[config.mk]
export PLATFORM = sky130hd
export DESIGN_NAME = dbg_entry_predictor
export DESIGN_NICKNAME = d
export VERILOG_FILES = /design/src/rtl/dbg_pkg.sv /design/src/rtl/dbg_entry_predictor.sv /design/src/rtl/dbg_cause_tracker.sv /design/src/rtl/dbg_fifo.sv /design/src/rtl/dbg_retire_decoder.sv
export SDC_FILE = /design/constraint.sdc
export NUM_CORES = 1
export LEC_CHECK = 0
export BUFFER_PORTS_ARGS = -buffer_cell sky130_fd_sc_hd__clkbuf_2
export CAP_MARGIN = 10
export CORE_UTILIZATION = 53
export CTS_CLUSTER_SIZE = 14
export DETAILED_ROUTE_END_ITERATION = 7
export GPL_ROUTABILITY_DRIVEN = 0
export GPL_TIMING_DRIVEN = 0
export PLACE_DENSITY = 0.82
export SYNTH_ARGS = -nofsm -noshare
export SYNTH_HDL_FRONTEND = slang
export SYNTH_HIERARCHICAL = 1
export SYNTH_SLANG_ARGS = --single-unit
[constraint.sdc]
create_clock -name cov_assert_if -period 4.25 [get_ports cov_assert_if]
set_input_delay 0 -clock cov_assert_if [delete_from_list [all_inputs] [get_ports cov_assert_if]]
set_output_delay 0 -clock cov_assert_if [all_outputs]
set_load 0.01 [all_outputs]
[src/rtl/dbg_pkg.sv]
// ----------------------------------------
// Debug entry predictor package
// Opcodes, widths, cause codes and the
// event and record types shared by the RTL
// ----------------------------------------

package dbg_pkg;

  // ----------------------------------------
  // Widths and depths
  // ----------------------------------------

  // Pc and instruction word width
  localparam int XLEN = 32;

  // Queue depths between the pipeline blocks
  localparam int EVENT_FIFO_DEPTH  = 4;
  localparam int RECORD_FIFO_DEPTH = 2;

  // ----------------------------------------
  // Instruction encodings
  // ----------------------------------------

  localparam logic [XLEN-1:0] EBREAK_OPCODE  = 32'h0010_0073;
  // Compressed ebreak sits in the low half of the word
  localparam logic [XLEN-1:0] CEBREAK_OPCODE = 32'h0000_9002;
  localparam logic [XLEN-1:0] DRET_OPCODE    = 32'h7B20_0073;

  // ----------------------------------------
  // Types
  // ----------------------------------------

  // Instruction class, c.ebreak folds into KIND_EBREAK
  typedef enum logic [1:0] {
    KIND_OTHER  = 2'd0,
    KIND_EBREAK = 2'd1,
    KIND_DRET   = 2'd2
  } dbg_kind_e;

  // Numbering follows dcsr.cause, zero marks a dret exit
  typedef enum logic [2:0] {
    CAUSE_RESUME  = 3'd0,
    CAUSE_EBREAK  = 3'd1,
    CAUSE_TRIGGER = 3'd2,
    CAUSE_HALTREQ = 3'd3,
    CAUSE_STEP    = 3'd4
  } dbg_cause_e;

  // One classified retire beat
  typedef struct packed {
    dbg_kind_e         kind;
    logic              trig_hit;
    logic              halt_req;
    logic [XLEN-1:0]   pc;
    logic [XLEN-1:0]   npc;
  } dbg_event_t;

  // Debug mode entry, re-entry or exit
  typedef struct packed {
    dbg_cause_e        cause;
    logic [XLEN-1:0]   dpc;
  } dbg_record_t;

endpackage
[src/rtl/dbg_entry_predictor.sv]
// ----------------------------------------
// Debug entry predictor top level
// Decoder, event FIFO, cause tracker and
// record FIFO in one valid/ready chain
// ----------------------------------------

`timescale 1ns/1ps

module dbg_entry_predictor (
  input  logic                      cov_assert_if,
  input  logic                      rst_n_i,
  // Retire stream
  input  logic                      ret_valid_i,
  output logic                      ret_ready_o,
  input  logic [dbg_pkg::XLEN-1:0]  ret_instr_i,
  input  logic [dbg_pkg::XLEN-1:0]  ret_pc_i,
  input  logic [dbg_pkg::XLEN-1:0]  ret_npc_i,
  input  logic                      ret_err_i,
  input  logic                      debug_req_i,
  // Quasi-static configuration
  input  logic                      dcsr_ebreakm_i,
  input  logic                      dcsr_step_i,
  input  logic                      trig_en_i,
  input  logic [dbg_pkg::XLEN-1:0]  tdata2_i,
  // Record stream
  output logic                      rec_valid_o,
  input  logic                      rec_ready_i,
  output dbg_pkg::dbg_cause_e       rec_cause_o,
  output logic [dbg_pkg::XLEN-1:0]  rec_dpc_o,
  output logic                      debug_mode_o
);

  // Decoder to event FIFO
  logic                   dec_valid;
  logic                   dec_ready;
  dbg_pkg::dbg_event_t    dec_ev;
  // Event FIFO to tracker
  logic                   trk_ev_valid;
  logic                   trk_ev_ready;
  dbg_pkg::dbg_event_t    trk_ev;
  // Tracker to record FIFO
  logic                   trk_rec_valid;
  logic                   trk_rec_ready;
  dbg_pkg::dbg_record_t   trk_rec;
  // Record FIFO head
  dbg_pkg::dbg_record_t   out_rec;

  dbg_retire_decoder u_decoder (
    .cov_assert_if (cov_assert_if),
    .rst_n_i       (rst_n_i),
    .ret_valid_i   (ret_valid_i),
    .ret_ready_o   (ret_ready_o),
    .ret_instr_i   (ret_instr_i),
    .ret_pc_i      (ret_pc_i),
    .ret_npc_i     (ret_npc_i),
    .ret_err_i     (ret_err_i),
    .debug_req_i   (debug_req_i),
    .trig_en_i     (trig_en_i),
    .tdata2_i      (tdata2_i),
    .ev_valid_o    (dec_valid),
    .ev_ready_i    (dec_ready),
    .ev_o          (dec_ev)
  );

  dbg_fifo #(
    .item_t (dbg_pkg::dbg_event_t),
    .DEPTH  (dbg_pkg::EVENT_FIFO_DEPTH)
  ) u_event_fifo (
    .cov_assert_if (cov_assert_if),
    .rst_n_i       (rst_n_i),
    .in_valid_i    (dec_valid),
    .in_ready_o    (dec_ready),
    .in_item_i     (dec_ev),
    .out_valid_o   (trk_ev_valid),
    .out_ready_i   (trk_ev_ready),
    .out_item_o    (trk_ev)
  );

  dbg_cause_tracker u_tracker (
    .cov_assert_if  (cov_assert_if),
    .rst_n_i        (rst_n_i),
    .ev_valid_i     (trk_ev_valid),
    .ev_ready_o     (trk_ev_ready),
    .ev_i           (trk_ev),
    .dcsr_ebreakm_i (dcsr_ebreakm_i),
    .dcsr_step_i    (dcsr_step_i),
    .rec_valid_o    (trk_rec_valid),
    .rec_ready_i    (trk_rec_ready),
    .rec_o          (trk_rec),
    .debug_mode_o   (debug_mode_o)
  );

  dbg_fifo #(
    .item_t (dbg_pkg::dbg_record_t),
    .DEPTH  (dbg_pkg::RECORD_FIFO_DEPTH)
  ) u_record_fifo (
    .cov_assert_if (cov_assert_if),
    .rst_n_i       (rst_n_i),
    .in_valid_i    (trk_rec_valid),
    .in_ready_o    (trk_rec_ready),
    .in_item_i     (trk_rec),
    .out_valid_o   (rec_valid_o),
    .out_ready_i   (rec_ready_i),
    .out_item_o    (out_rec)
  );

  // Record fields out as loose ports
  assign rec_cause_o = out_rec.cause;
  assign rec_dpc_o   = out_rec.dpc;

endmodule

[src/rtl/dbg_cause_tracker.sv]
// ----------------------------------------
// Debug cause tracker
// Follows debug mode, ranks entry causes,
// predicts dpc and emits one record each
// ----------------------------------------

`timescale 1ns/1ps

module dbg_cause_tracker (
  input  logic                   cov_assert_if,
  input  logic                   rst_n_i,
  // Event stream
  input  logic                   ev_valid_i,
  output logic                   ev_ready_o,
  input  dbg_pkg::dbg_event_t    ev_i,
  // Static configuration
  input  logic                   dcsr_ebreakm_i,
  input  logic                   dcsr_step_i,
  // Record stream
  output logic                   rec_valid_o,
  input  logic                   rec_ready_i,
  output dbg_pkg::dbg_record_t   rec_o,
  output logic                   debug_mode_o
);

  logic                          debug_mode_q;
  logic [dbg_pkg::XLEN-1:0]      dpc_q;
  logic                          rec_valid_q;
  dbg_pkg::dbg_record_t          rec_q;

  logic                          consume;
  logic                          emit;
  logic                          enter;
  logic                          leave;
  dbg_pkg::dbg_cause_e           cause_d;
  logic [dbg_pkg::XLEN-1:0]      dpc_d;

  // One event per cycle while the record slot can take a result
  assign ev_ready_o = !rec_valid_q || rec_ready_i;
  assign consume    = ev_valid_i && ev_ready_o;

  // ----------------------------------------
  // Cause selection
  // ----------------------------------------
  always_comb begin
    emit    = 1'b0;
    enter   = 1'b0;
    leave   = 1'b0;
    cause_d = dbg_pkg::CAUSE_RESUME;
    dpc_d   = dpc_q;
    if (!debug_mode_q) begin
      // Priority: trigger, ebreak, halt request, single step
      enter = 1'b1;
      if (ev_i.trig_hit) begin
        cause_d = dbg_pkg::CAUSE_TRIGGER;
        dpc_d   = ev_i.pc;
      end else if (dcsr_ebreakm_i && (ev_i.kind == dbg_pkg::KIND_EBREAK)) begin
        cause_d = dbg_pkg::CAUSE_EBREAK;
        dpc_d   = ev_i.pc;
      end else if (ev_i.halt_req) begin
        cause_d = dbg_pkg::CAUSE_HALTREQ;
        dpc_d   = ev_i.npc;
      end else if (dcsr_step_i) begin
        cause_d = dbg_pkg::CAUSE_STEP;
        dpc_d   = ev_i.npc;
      end else begin
        enter = 1'b0;
      end
      emit = enter;
    end else begin
      // In debug mode dpc is frozen
      if (ev_i.kind == dbg_pkg::KIND_EBREAK) begin
        emit    = 1'b1;
        cause_d = dbg_pkg::CAUSE_EBREAK;
      end else if (ev_i.kind == dbg_pkg::KIND_DRET) begin
        emit    = 1'b1;
        leave   = 1'b1;
        cause_d = dbg_pkg::CAUSE_RESUME;
      end
    end
  end

  // ----------------------------------------
  // Mode and record state
  // ----------------------------------------
  always_ff @(posedge cov_assert_if) begin
    if (!rst_n_i) begin
      debug_mode_q <= 1'b0;
      rec_valid_q  <= 1'b0;
    end else begin
      if (consume && enter) begin
        debug_mode_q <= 1'b1;
      end else if (consume && leave) begin
        debug_mode_q <= 1'b0;
      end
      if (consume && emit) begin
        rec_valid_q <= 1'b1;
      end else if (rec_ready_i) begin
        rec_valid_q <= 1'b0;
      end
    end
  end

  always_ff @(posedge cov_assert_if) begin
    if (consume && enter) begin
      dpc_q <= dpc_d;
    end
    if (consume && emit) begin
      rec_q.cause <= cause_d;
      rec_q.dpc   <= dpc_d;
    end
  end

  assign rec_valid_o  = rec_valid_q;
  assign rec_o        = rec_q;
  assign debug_mode_o = debug_mode_q;

endmodule

[src/rtl/dbg_fifo.sv]
// ----------------------------------------
// Synchronous FIFO
// Circular buffer with valid/ready on both
// sides, carrying any packed payload type
// ----------------------------------------

`timescale 1ns/1ps

module dbg_fifo #(
  parameter type item_t = logic,
  parameter int  DEPTH  = 2
) (
  input  logic   cov_assert_if,
  input  logic   rst_n_i,
  // Write side
  input  logic   in_valid_i,
  output logic   in_ready_o,
  input  item_t  in_item_i,
  // Read side
  output logic   out_valid_o,
  input  logic   out_ready_i,
  output item_t  out_item_o
);

  item_t                           mem [DEPTH];
  logic [$clog2(DEPTH)-1:0]        wr_ptr;
  logic [$clog2(DEPTH)-1:0]        rd_ptr;
  logic [$clog2(DEPTH+1)-1:0]      count;
  logic                            full;
  logic                            do_wr;
  logic                            do_rd;

  assign full        = (int'(count) == DEPTH);
  assign out_valid_o = (count != '0);
  // A full FIFO still takes a write while it is being read
  assign in_ready_o  = !full || out_ready_i;

  assign do_wr = in_valid_i && in_ready_o;
  assign do_rd = out_valid_o && out_ready_i;

  // ----------------------------------------
  // Pointers and occupancy
  // ----------------------------------------
  always_ff @(posedge cov_assert_if) begin
    if (!rst_n_i) begin
      wr_ptr <= '0;
      rd_ptr <= '0;
      count  <= '0;
    end else begin
      if (do_wr) begin
        wr_ptr <= (int'(wr_ptr) == DEPTH - 1) ? '0 : wr_ptr + 1'b1;
      end
      if (do_rd) begin
        rd_ptr <= (int'(rd_ptr) == DEPTH - 1) ? '0 : rd_ptr + 1'b1;
      end
      if (do_wr && !do_rd) begin
        count <= count + 1'b1;
      end else if (do_rd && !do_wr) begin
        count <= count - 1'b1;
      end
    end
  end

  // Storage
  always_ff @(posedge cov_assert_if) begin
    if (do_wr) begin
      mem[wr_ptr] <= in_item_i;
    end
  end

  assign out_item_o = mem[rd_ptr];

endmodule

[src/rtl/dbg_retire_decoder.sv]
// ----------------------------------------
// Retire decoder
// Classifies each accepted retire beat and
// holds it as an event in one output slot
// ----------------------------------------

`timescale 1ns/1ps

module dbg_retire_decoder (
  input  logic                      cov_assert_if,
  input  logic                      rst_n_i,
  // Retire stream
  input  logic                      ret_valid_i,
  output logic                      ret_ready_o,
  input  logic [dbg_pkg::XLEN-1:0]  ret_instr_i,
  input  logic [dbg_pkg::XLEN-1:0]  ret_pc_i,
  input  logic [dbg_pkg::XLEN-1:0]  ret_npc_i,
  input  logic                      ret_err_i,
  input  logic                      debug_req_i,
  // Trigger setup
  input  logic                      trig_en_i,
  input  logic [dbg_pkg::XLEN-1:0]  tdata2_i,
  // Event stream
  output logic                      ev_valid_o,
  input  logic                      ev_ready_i,
  output dbg_pkg::dbg_event_t       ev_o
);

  logic                 ev_valid_q;
  dbg_pkg::dbg_event_t  ev_q;
  dbg_pkg::dbg_event_t  ev_d;
  logic                 accept;

  // Slot is free when empty or drained this cycle
  assign ret_ready_o = !ev_valid_q || ev_ready_i;
  assign accept      = ret_valid_i && ret_ready_o;

  // ----------------------------------------
  // Classification
  // ----------------------------------------
  always_comb begin
    ev_d.kind = dbg_pkg::KIND_OTHER;
    if (!ret_err_i) begin
      if ((ret_instr_i == dbg_pkg::EBREAK_OPCODE) ||
          (ret_instr_i == dbg_pkg::CEBREAK_OPCODE)) begin
        ev_d.kind = dbg_pkg::KIND_EBREAK;
      end else if (ret_instr_i == dbg_pkg::DRET_OPCODE) begin
        ev_d.kind = dbg_pkg::KIND_DRET;
      end
    end
    // Address match on the retiring pc
    ev_d.trig_hit = trig_en_i && (ret_pc_i == tdata2_i);
    ev_d.halt_req = debug_req_i;
    ev_d.pc       = ret_pc_i;
    ev_d.npc      = ret_npc_i;
  end

  // ----------------------------------------
  // Output slot
  // ----------------------------------------
  always_ff @(posedge cov_assert_if) begin
    if (!rst_n_i) begin
      ev_valid_q <= 1'b0;
    end else if (accept) begin
      ev_valid_q <= 1'b1;
    end else if (ev_ready_i) begin
      ev_valid_q <= 1'b0;
    end
  end

  always_ff @(posedge cov_assert_if) begin
    if (accept) begin
      ev_q <= ev_d;
    end
  end

  assign ev_valid_o = ev_valid_q;
  assign ev_o       = ev_q;

endmodule

* Word level (Yosys, flattened, before mapping)
Memories as Yosys holds them, arrays and structs flattened. A register that Yosys moved wholly into a read port is not among the register bits.
Index checks and enable logic that the tools add are counted.
** Word-level totals
- Flip-flop bits (word level) :: 149
- Bits in latches :: 0
- Memory bits (writable) :: 342
- ROM bits :: 0
- Input port bits :: 137
- Word-level logic and storage cells :: 118
- Memories kept :: 2
** Operators by class
- $add $sub $neg :: 8
- Multipliers :: 0
- Divide/modulo/power cells :: 0
- Order comparisons :: 0
- Eq/ne operators :: 10
- Shift-type cells :: 0
- Multiplexer cells :: 45
- Bitwise gates (word level) :: 0
- Reduce and logical (&&, ||, !) cells :: 35
** Memory list
- u_event_fifo.mem :: words 4, bits a word 68, rd ports 1, clocked after Yosys merged registers in 1, write ports 1, line dbg_fifo.sv:25 : item_t mem [DEPTH];
- u_record_fifo.mem :: words 2, bits a word 35, rd ports 1, clocked after Yosys merged registers in 1, write ports 1, line dbg_fifo.sv:25
** Operators by type and width (number)
- two-way mux 32 bit :: 5
- equality test 32 x 16 -> 1 bit (second input constant) :: 1
- equality test 32 x 21 -> 1 bit (second input constant) :: 1
- equality test 32 x 31 -> 1 bit (second input constant) :: 1
- equality test 32 bit :: 1
- two-way mux 1 bit :: 26
- two-way mux 3 bit :: 7
- logical AND 1 bit :: 14
- two-way mux 2 bit :: 7
- nonzero test 2 bit :: 6
- zero test 1 bit :: 8
- adder 2 x 1 -> 2 bit (second input constant) :: 3
- equality test 2 x 1 -> 1 bit (second input constant) :: 3
- logical OR 1 bit :: 5
- equality test 2 bit (second input constant) :: 2
- adder 3 x 1 -> 3 bit (second input constant) :: 1
- equality test 3 bit (second input constant) :: 1
- nonzero test 3 bit :: 1
- subtractor 3 x 1 -> 3 bit (second input constant) :: 1
- adder 1 bit (second input constant) :: 2
- OR reduction 2 bit :: 1
- subtractor 2 x 1 -> 2 bit (second input constant) :: 1

* Longest topological paths before layout
Gate-level depths: netlist of run 1.
- Word-level depth :: 10
- Gate-level depth with buffers :: 12
- Mapped depth without buffers :: 11

* Hierarchy
The synthesis of run 1 kept the hierarchy.
** Modules (own cells, without submodules)
- dbg_fifo at u_event_fifo :: times used 1, cells an instance 407, area each 10274.9 um2, seq. area each 8348.0 um2
- dbg_cause_tracker :: times used 1, cells an instance 167, area each 3131.8 um2, seq. area each 2052.0 um2
- dbg_fifo at u_record_fifo :: times used 1, cells an instance 133, area each 2766.4 um2, seq. area each 2202.1 um2
- dbg_retire_decoder :: times used 1, cells an instance 137, area each 2573.7 um2, seq. area each 2062.0 um2

* Worst setup path after synthesis of run 1
OpenSTA, ideal clock, no wires.
- Path type :: reg2reg
- Start :: reg with a tool-made name
- End :: reg u_tracker.rec_q, in the netlist u_tracker/rec_o[0], enable pin
- Setup time :: 0.439 ns
- Arrival :: 3.638 ns
- Required time :: 3.811 ns
- Setup slack :: 0.173 ns
- Stages on the path, launching flop included :: 10
- Path buffers :: 3
- Clock period less this slack :: 4.077 ns
- Cell sequence :: dfxtp_1 > clkbuf_1 > buf_4 > mux4_2 > inv_1 > ha_1 > a21oi_4 > buf_6 > a21o_1 > a21oi_1
** RTL lines
- end, declared :: line dbg_cause_tracker.sv:29 : dbg_pkg::dbg_record_t rec_q;

==> results of run 1 <==
worst max-delay path, cell delays in order, from the launching register on:
cell	delay (ps)
dfxtp_1	320
buf_2	160
clkbuf_1	670
mux4_2	490
ha_1	300
a21oi_4	450
buf_6	250
a21o_1	280
a31oi_1	110
dlygate4sd3_1	560
routing by layer:
metal,vias to the layer above,global-route usage (%),share of wire [%]
met5,-,0,0.084
li1,4065,-,-
met4,4,8.93,3.7
met1,4674,27.3,40
met2,400,34.0,49
met3,84,4.08,7.1
power groups by stage:
stage / sequential (W) / combinational, W / clock [W]
3_3_place_gp: 0.00688 / 0.00352 / 0
4_1_cts: 0.00681 / 0.00380 / 0.00398
2_1_floorplan: 0.00680 / 0.00258 / 0
3_5_place_dp: 0.00689 / 0.00367 / 0
5_1_grt: 0.00687 / 0.00402 / 0.00417
6_report: 0.00680 / 0.00377 / 0.00394
state kept, by name, summed over array words and instances, names as in the netlist, 2 cells and up, named ones only:
register / cells
u_event_fifo/count: 3
u_decoder/ev_o: 68
u_event_fifo/mem: 272
u_event_fifo/rd_ptr: 2
u_record_fifo/mem: 70
u_tracker/rec_o: 35
u_record_fifo/count: 2
u_event_fifo/wr_ptr: 2
u_tracker/dpc_q: 32
stage by stage:
step	cells	hold slack, ps
global route	1640	108
global placement	1473	178
floorplan	844	98.9
CTS	1640	57.7
finish	1640	82.4
detailed placement	1479	179
logic make-up (layout without fill, tap and decap cells):
kind of cell,Yosys count,after routing,share of synthesized area (%)
AO/OA/AOI/OAI,23,23,0.908
multiplexers,169,169,14.8
XOR/XNOR,37,37,1.73
AND/OR/NAND/NOR,75,75,2.48
buffers and inverters,36,377,1.13
adder cells (fa/ha/maj),10,10,0.707
flip-flops,494,494,78.2
synth_stat cells (all sizes together):
library cell / number
or4b: 1
mux4: 68
xor2: 33
nor2: 8
nand4b: 3
xnor2: 4
edfxtp: 477
a21boi: 4
mux2i: 2
nor2b: 3
and3: 6
buf: 21
nand4: 6
nand2b: 2
mux2: 99
nor3: 4
o21ai: 9
or3b: 1
and2: 7
inv: 8
nor4b: 1
o31ai: 1
or2: 1
a21o: 1
o2bb2ai: 1
a211oi: 1
nor4: 12
clkbuf: 7
a31oi: 2
a21oi: 4
dfxtp: 17
nand3: 5
ha: 9
nand2: 11
or3: 3
or4: 1
fa: 1
what timing repair did:
action / 4_1_cts / 5_1_grt
endpoints found under the hold margin: 81 / 0
setup endpoints to repair: 0 / 0
hold buffers: 81 / 0
area by class of cell:
type | count | area [um2] | share of cell area, %
clock buffers | 57 | 1260 | 5.55
plain buffers | 28 | 183 | 0.807
well taps | 455 | 569 | 2.52
inverters | 8 | 30.0 | 0.133
clock inverters | 23 | 188 | 0.829
repair buffers | 261 | 1830 | 8.10
multi-input cells | 314 | 3910 | 17.3
flip-flops and latches | 494 | 14700 | 64.8
how the worst max path moves through the flow:
| stage | start | endpoint | slack (ps) | depth (start not counted) |
|---|---|---|---|---|
| finish | register | u_tracker/rec_valid_o | 540 | 9 |
| global route | register | u_tracker/rec_valid_o | 380 | 9 |
| global placement | register | u_tracker/rec_o[8] | -970 | 8 |
| CTS | register | u_tracker/rec_valid_o | 530 | 9 |
| detailed placement | register | u_tracker/dpc_q[3] | 630 | 8 |
| floorplan | register | u_tracker/rec_o[0] | 170 | 9 |
==> run metrics, run 1 <==
placed cell area slightly above 20000 um2; input/output buffers 174; portion of the clock cycle consumed by the worst path in the final layout ~87%; PnR worst setup slack roughly 540 ps; CP Launch Type register; sequential cell area fraction in the yosys report between 70 and 80%; First-pass DRT Iterations 5; nets 1300; switching share of power a little over a quarter; number of filler instances in the final layout 2230; cell count after synthesis 844; critical register-to-register path endpoint u_tracker/rec_valid_o; via count 9227; effective utilization at floorplan around 54%; total number of placement rows 68; clk_skew 18.7 ps; die width about 190 um; Root Buffer Master clkbuf_16; Tot Pwr 0.0145 W; share of cells above drive strength 1 35.4%; worst hold path startpoint tdata2_i[15]; half-perimeter wire length of the detailed placement result 22.3 mm; Core Box Area approximately 35000 um2; Cell Pwr Density 641 nW/um2; most area-consuming cells after synthesis edfxtp_1 (76%), mux4_2 (8.2%), mux2_4 (2.4%), mux2_2 (2.2%), mux2_1 (1.9%); max-cap violation count 0; Boundary Pins ~180; fraction of the core area covered by cells at the end of the flow between 60% and 70%; FMAX 270 MHz; largest fanout on the critical path 10; most common cell after layout, fill and taps aside edfxtp_1; reported net switching power around 0.0039 W; path category of the worst min-delay check in2reg; worst-skew pair later-pin latency 550 ps; # clock sinks 494; Sequential Power Share 46.9%; clock buffer count from CTS 46; Worst Hold Depth 5; sum of negative setup slack 0 ps; static leakage 7.85 nW; share of power burned in combinational logic 26.0%; internal power 0.0106 W; post-synthesis to final-layout area growth 20.7%; post-synth top area share 76.4%; total count of max-transition violations in the final report 0; largest net degree at the start of global routing 67; most frequent cells in the layout edfxtp_1 (477), clkbuf_2 (174), dlygate4sd3_1 (81); initial antenna violation count 4; Residual DRC 0; Die Area 36100 um2; post-route cell area between 20000 and 25000 um2; Reg2Reg Setup Slack 540 ps; Max clock buf depth 3; number of cell instances on the worst register-to-register path 9; Netlist cell types 49; Data required, critical path 4690 ps; Worst Path Arrival 4150 ps; CTS tree done; number of instances resized during post-cts repair 0; final count of hold timing violations 0; via count of the first global-routing pass 9529; first-pass GRT wire length 55.0 mm; RSZ-0062 raised after global routing no; result of the run completed; H-tree depth reported by CTS 2; number of nets produced by synthesis about 990; Clock Pin Slew Worst Setup and Hold Paths 60 ps; shortest clock period the worst path allows after layout 3710 ps; worst-margin pin slew 998 ps; end of the worst hold path u_decoder/ev_o[65]; routed via count divided by cell count 5.63; die boundary height 190 um; detailed-route wire length per cell around 23 um; Peak VDD IR 346 uV; Clock Power Share 27.2%; DR iter-0 viols 711; number of inserted diodes 0; relative slew slack 33.3%; cell type with the highest aggregate area in the netlist edfxtp_1; Final ANT Viol Nets 0; Total GRT Usage approximately 21%; post-synthesis instance area 18700 um2; critical path capture point type register; Ys Warns 6; Setup WS pre-CTS 625 ps; Post CTS Setup Buffer Count 0; FF+latch count, synth 494; Setup violations, final 0; post-synthesis area per instance 22.2 um2; remaining global-route overflow 0; total routed wirelength between 30 and 40 mm; Critical Setup Path Class reg2reg
Power figures use the tool's default switching activity.
==> run 2, diff against run 1 <==
Settings changed: CORE_MARGIN from default to 2.
==> run metrics, run 2 (same netlist as run 1, synthesis figures left out) <==
CTS tree done (unchanged); Core Box Area 34700 um2 (unchanged); total count of max-transition violations in the final report 0 (unchanged); most frequent cells in the layout edfxtp_1 (477), clkbuf_2 (174), dlygate4sd3_1 (80) (was edfxtp_1 (477), clkbuf_2 (174), dlygate4sd3_1 (81)); portion of the clock cycle consumed by the worst path in the final layout 88.5% (was 87.3%); final count of hold timing violations 0 (unchanged); die boundary height 192 um (was 190 um); worst-skew pair later-pin latency 550 ps (about the same); nets 1298 (was 1300); most common cell after layout, fill and taps aside edfxtp_1 (unchanged); result of the run completed (unchanged); max-cap violation count 0 (unchanged); Max clock buf depth 3 (unchanged); shortest clock period the worst path allows after layout 3760 ps (was 3710 ps); crit-path leading delay family multiplexers (was buffers and inverters); max incr delay on CP 690 ps (was 670 ps); post-synthesis to final-layout area growth 20.2% (was 20.7%); critical register-to-register path endpoint u_tracker/rec_o[4] (was u_tracker/rec_valid_o); remaining global-route overflow 0 (unchanged); placed cell area 20400 um2 (about the same); number of cell instances on the worst register-to-register path 8 (was 9); worst-margin pin slew 982 ps (was 998 ps); number of instances resized during post-cts repair 0 (unchanged); CP Launch Type register (unchanged); Final ANT Viol Nets 0 (unchanged); RSZ-0062 raised after global routing no (unchanged); via count 9218 (was 9227); Residual DRC 0 (unchanged); Worst Path Arrival 4050 ps (was 4150 ps); largest fanout on the critical path 10 (unchanged); register with the most flip-flops u_event_fifo/mem (unchanged); H-tree depth reported by CTS 2 (unchanged); clk_skew 23.3 ps (was 18.7 ps); critical path capture point type register (unchanged); Total GRT Usage 21.5% (was 20.8%); Peak VDD IR 312 uV (was 346 uV); Die Area 36900 um2 (was 36100 um2); Cell Pwr Density 636 nW/um2 (was 641 nW/um2); Reg2Reg Setup Slack 490 ps (was 540 ps); highest-delay cell along the critical path clkbuf_1 (unchanged); Boundary Pins 175 (unchanged); fraction of the core area covered by cells at the end of the flow 64.9% (was 65.2%); worst hold path startpoint ret_npc_i[20] (was tdata2_i[15]); crit path buf inv count 3 (was 4); number of filler instances in the final layout 2259 (was 2230); share of cells above drive strength 1 34.9% (was 35.4%); number of inserted diodes 0 (unchanged); initial antenna violation count 1 (was 4); cells along the critical path buf_2 -> clkbuf_1 -> mux4_2 -> ha_1 -> a21oi_4 -> buf_6 -> mux2_1 -> mux2_4 (was buf_2 -> clkbuf_1 -> mux4_2 -> ha_1 -> a21oi_4 -> buf_6 -> a21o_1 -> a31oi_1 -> dlygate4sd3_1); largest net degree at the start of global routing 68 (was 67); Setup violations, final 0 (unchanged); Largest register FFs 272 (unchanged); via count of the first global-routing pass 9479 (was 9529); die width 192 um (was 190 um); half-perimeter wire length of the detailed placement result 23.1 mm (was 22.3 mm); static leakage 7.79 nW (was 7.85 nW); Clock Pin Slew Worst Setup and Hold Paths 60 ps (about the same); clock buffer count from CTS 45 (was 46); DR iter-0 viols 887 (was 711); effective utilization at floorplan 54.0% (unchanged); Root Buffer Master clkbuf_16 (unchanged); # clock sinks 494 (unchanged); Worst Hold Depth 2 (was 5); Data required, critical path 4540 ps (was 4690 ps); routed via count divided by cell count 5.62 (was 5.63); First-pass DRT Iterations 7 (was 5); input/output buffers 174 (unchanged); total routed wirelength 38.4 mm (was 36.9 mm); first-pass GRT wire length 57.8 mm (was 55.0 mm); end of the worst hold path u_decoder/ev_o[20] (was u_decoder/ev_o[65]); FMAX 266 MHz (was 270 MHz); path category of the worst min-delay check in2reg (unchanged); post-route cell area 22500 um2 (was 22600 um2); total number of placement rows 68 (unchanged); Critical Setup Path Class reg2reg (unchanged); detailed-route wire length per cell 23.4 um (was 22.5 um); relative slew slack 34.4% (was 33.3%)
==> run 2: cell count changes in the layout (fill, tap and decap cells not counted), sizes merged <==
cell         previous run  this run
clkbuf                238       244
clkinv                 18        14
bufinv                  3         1
clkinvlp                1         3
dlygate4sd3            81        80
==> run 2: layout make-up <==
class / count / area [um2] / share of cell area (%)
Sequential cell: 494 / 14700 / 65.1
Multi-Input combinational cell: 314 / 3910 / 17.3
Timing Repair Buffer: 260 / 1830 / 8.12
Clock buffer: 63 / 1240 / 5.48
Tap cell: 455 / 569 / 2.53
Buffer: 28 / 183 / 0.811
Clock inverter: 19 / 120 / 0.533
Inverter: 8 / 30.0 / 0.133
==> run 2: per-layer routing <==
layer / vias to the layer above / track usage [%] / routed length [um]
li1: 4058 / - / -
met1: 4681 / 28.1 / 15100
met2: 406 / 36.7 / 19500
met3: 73 / 3.45 / 2600
met4: 0 / 7.69 / 1200
met5: - / 0 / 0
==> run 2: worst reg2reg max path, cell delays in order (launching register included) <==
cell      delay (ps)
dfxtp_1          330
buf_2            160
clkbuf_1         690
mux4_2           500
ha_1             300
a21oi_4          510
buf_6            280
mux2_1           430
mux2_4           290
==> run 2: per-stage QoR <==
stage,TNS [ps],setup slack [ps],hold slack [ps],total power [W],cells
finish,0,487,170,0.0143,1641
global route,0,447,164,0.0149,1641
CTS,0,522,153,0.0144,1641
detailed placement,0,634,179,0.0106,1479
global placement,-52880,-1050,178,0.0104,1473
floorplan,0,173,98.9,0.00938,844
==> run 2: worst max-delay path by stage <==
stage / end / slack, ps / cells after the start
detailed placement: u_tracker/dpc_q[4] / 630 / 8
global route: u_tracker/dpc_q[3] / 450 / 8
floorplan: u_tracker/rec_o[0] / 170 / 9
global placement: u_tracker/rec_o[10] / -1050 / 8
finish: u_tracker/rec_o[4] / 490 / 8
CTS: u_tracker/rec_o[4] / 520 / 8
==> run 2: repair_timing <==
| item | in CTS | in global routing |
|---|---|---|
| endpoints found under the hold margin | 80 | 0 |
| setup buffers | 0 | 0 |
| setup endpoints to repair | 0 | 0 |
| hold buffers | 80 | 0 |
==> run 2: report_power, final <==
part	total (W)	internal (W)	switching, W	leakage [nW]
clock network	0.00376	0.00209	0.00167	0.651
registers	0.00681	0.00650	0.000307	4.55
logic	0.00377	0.00181	0.00195	2.59
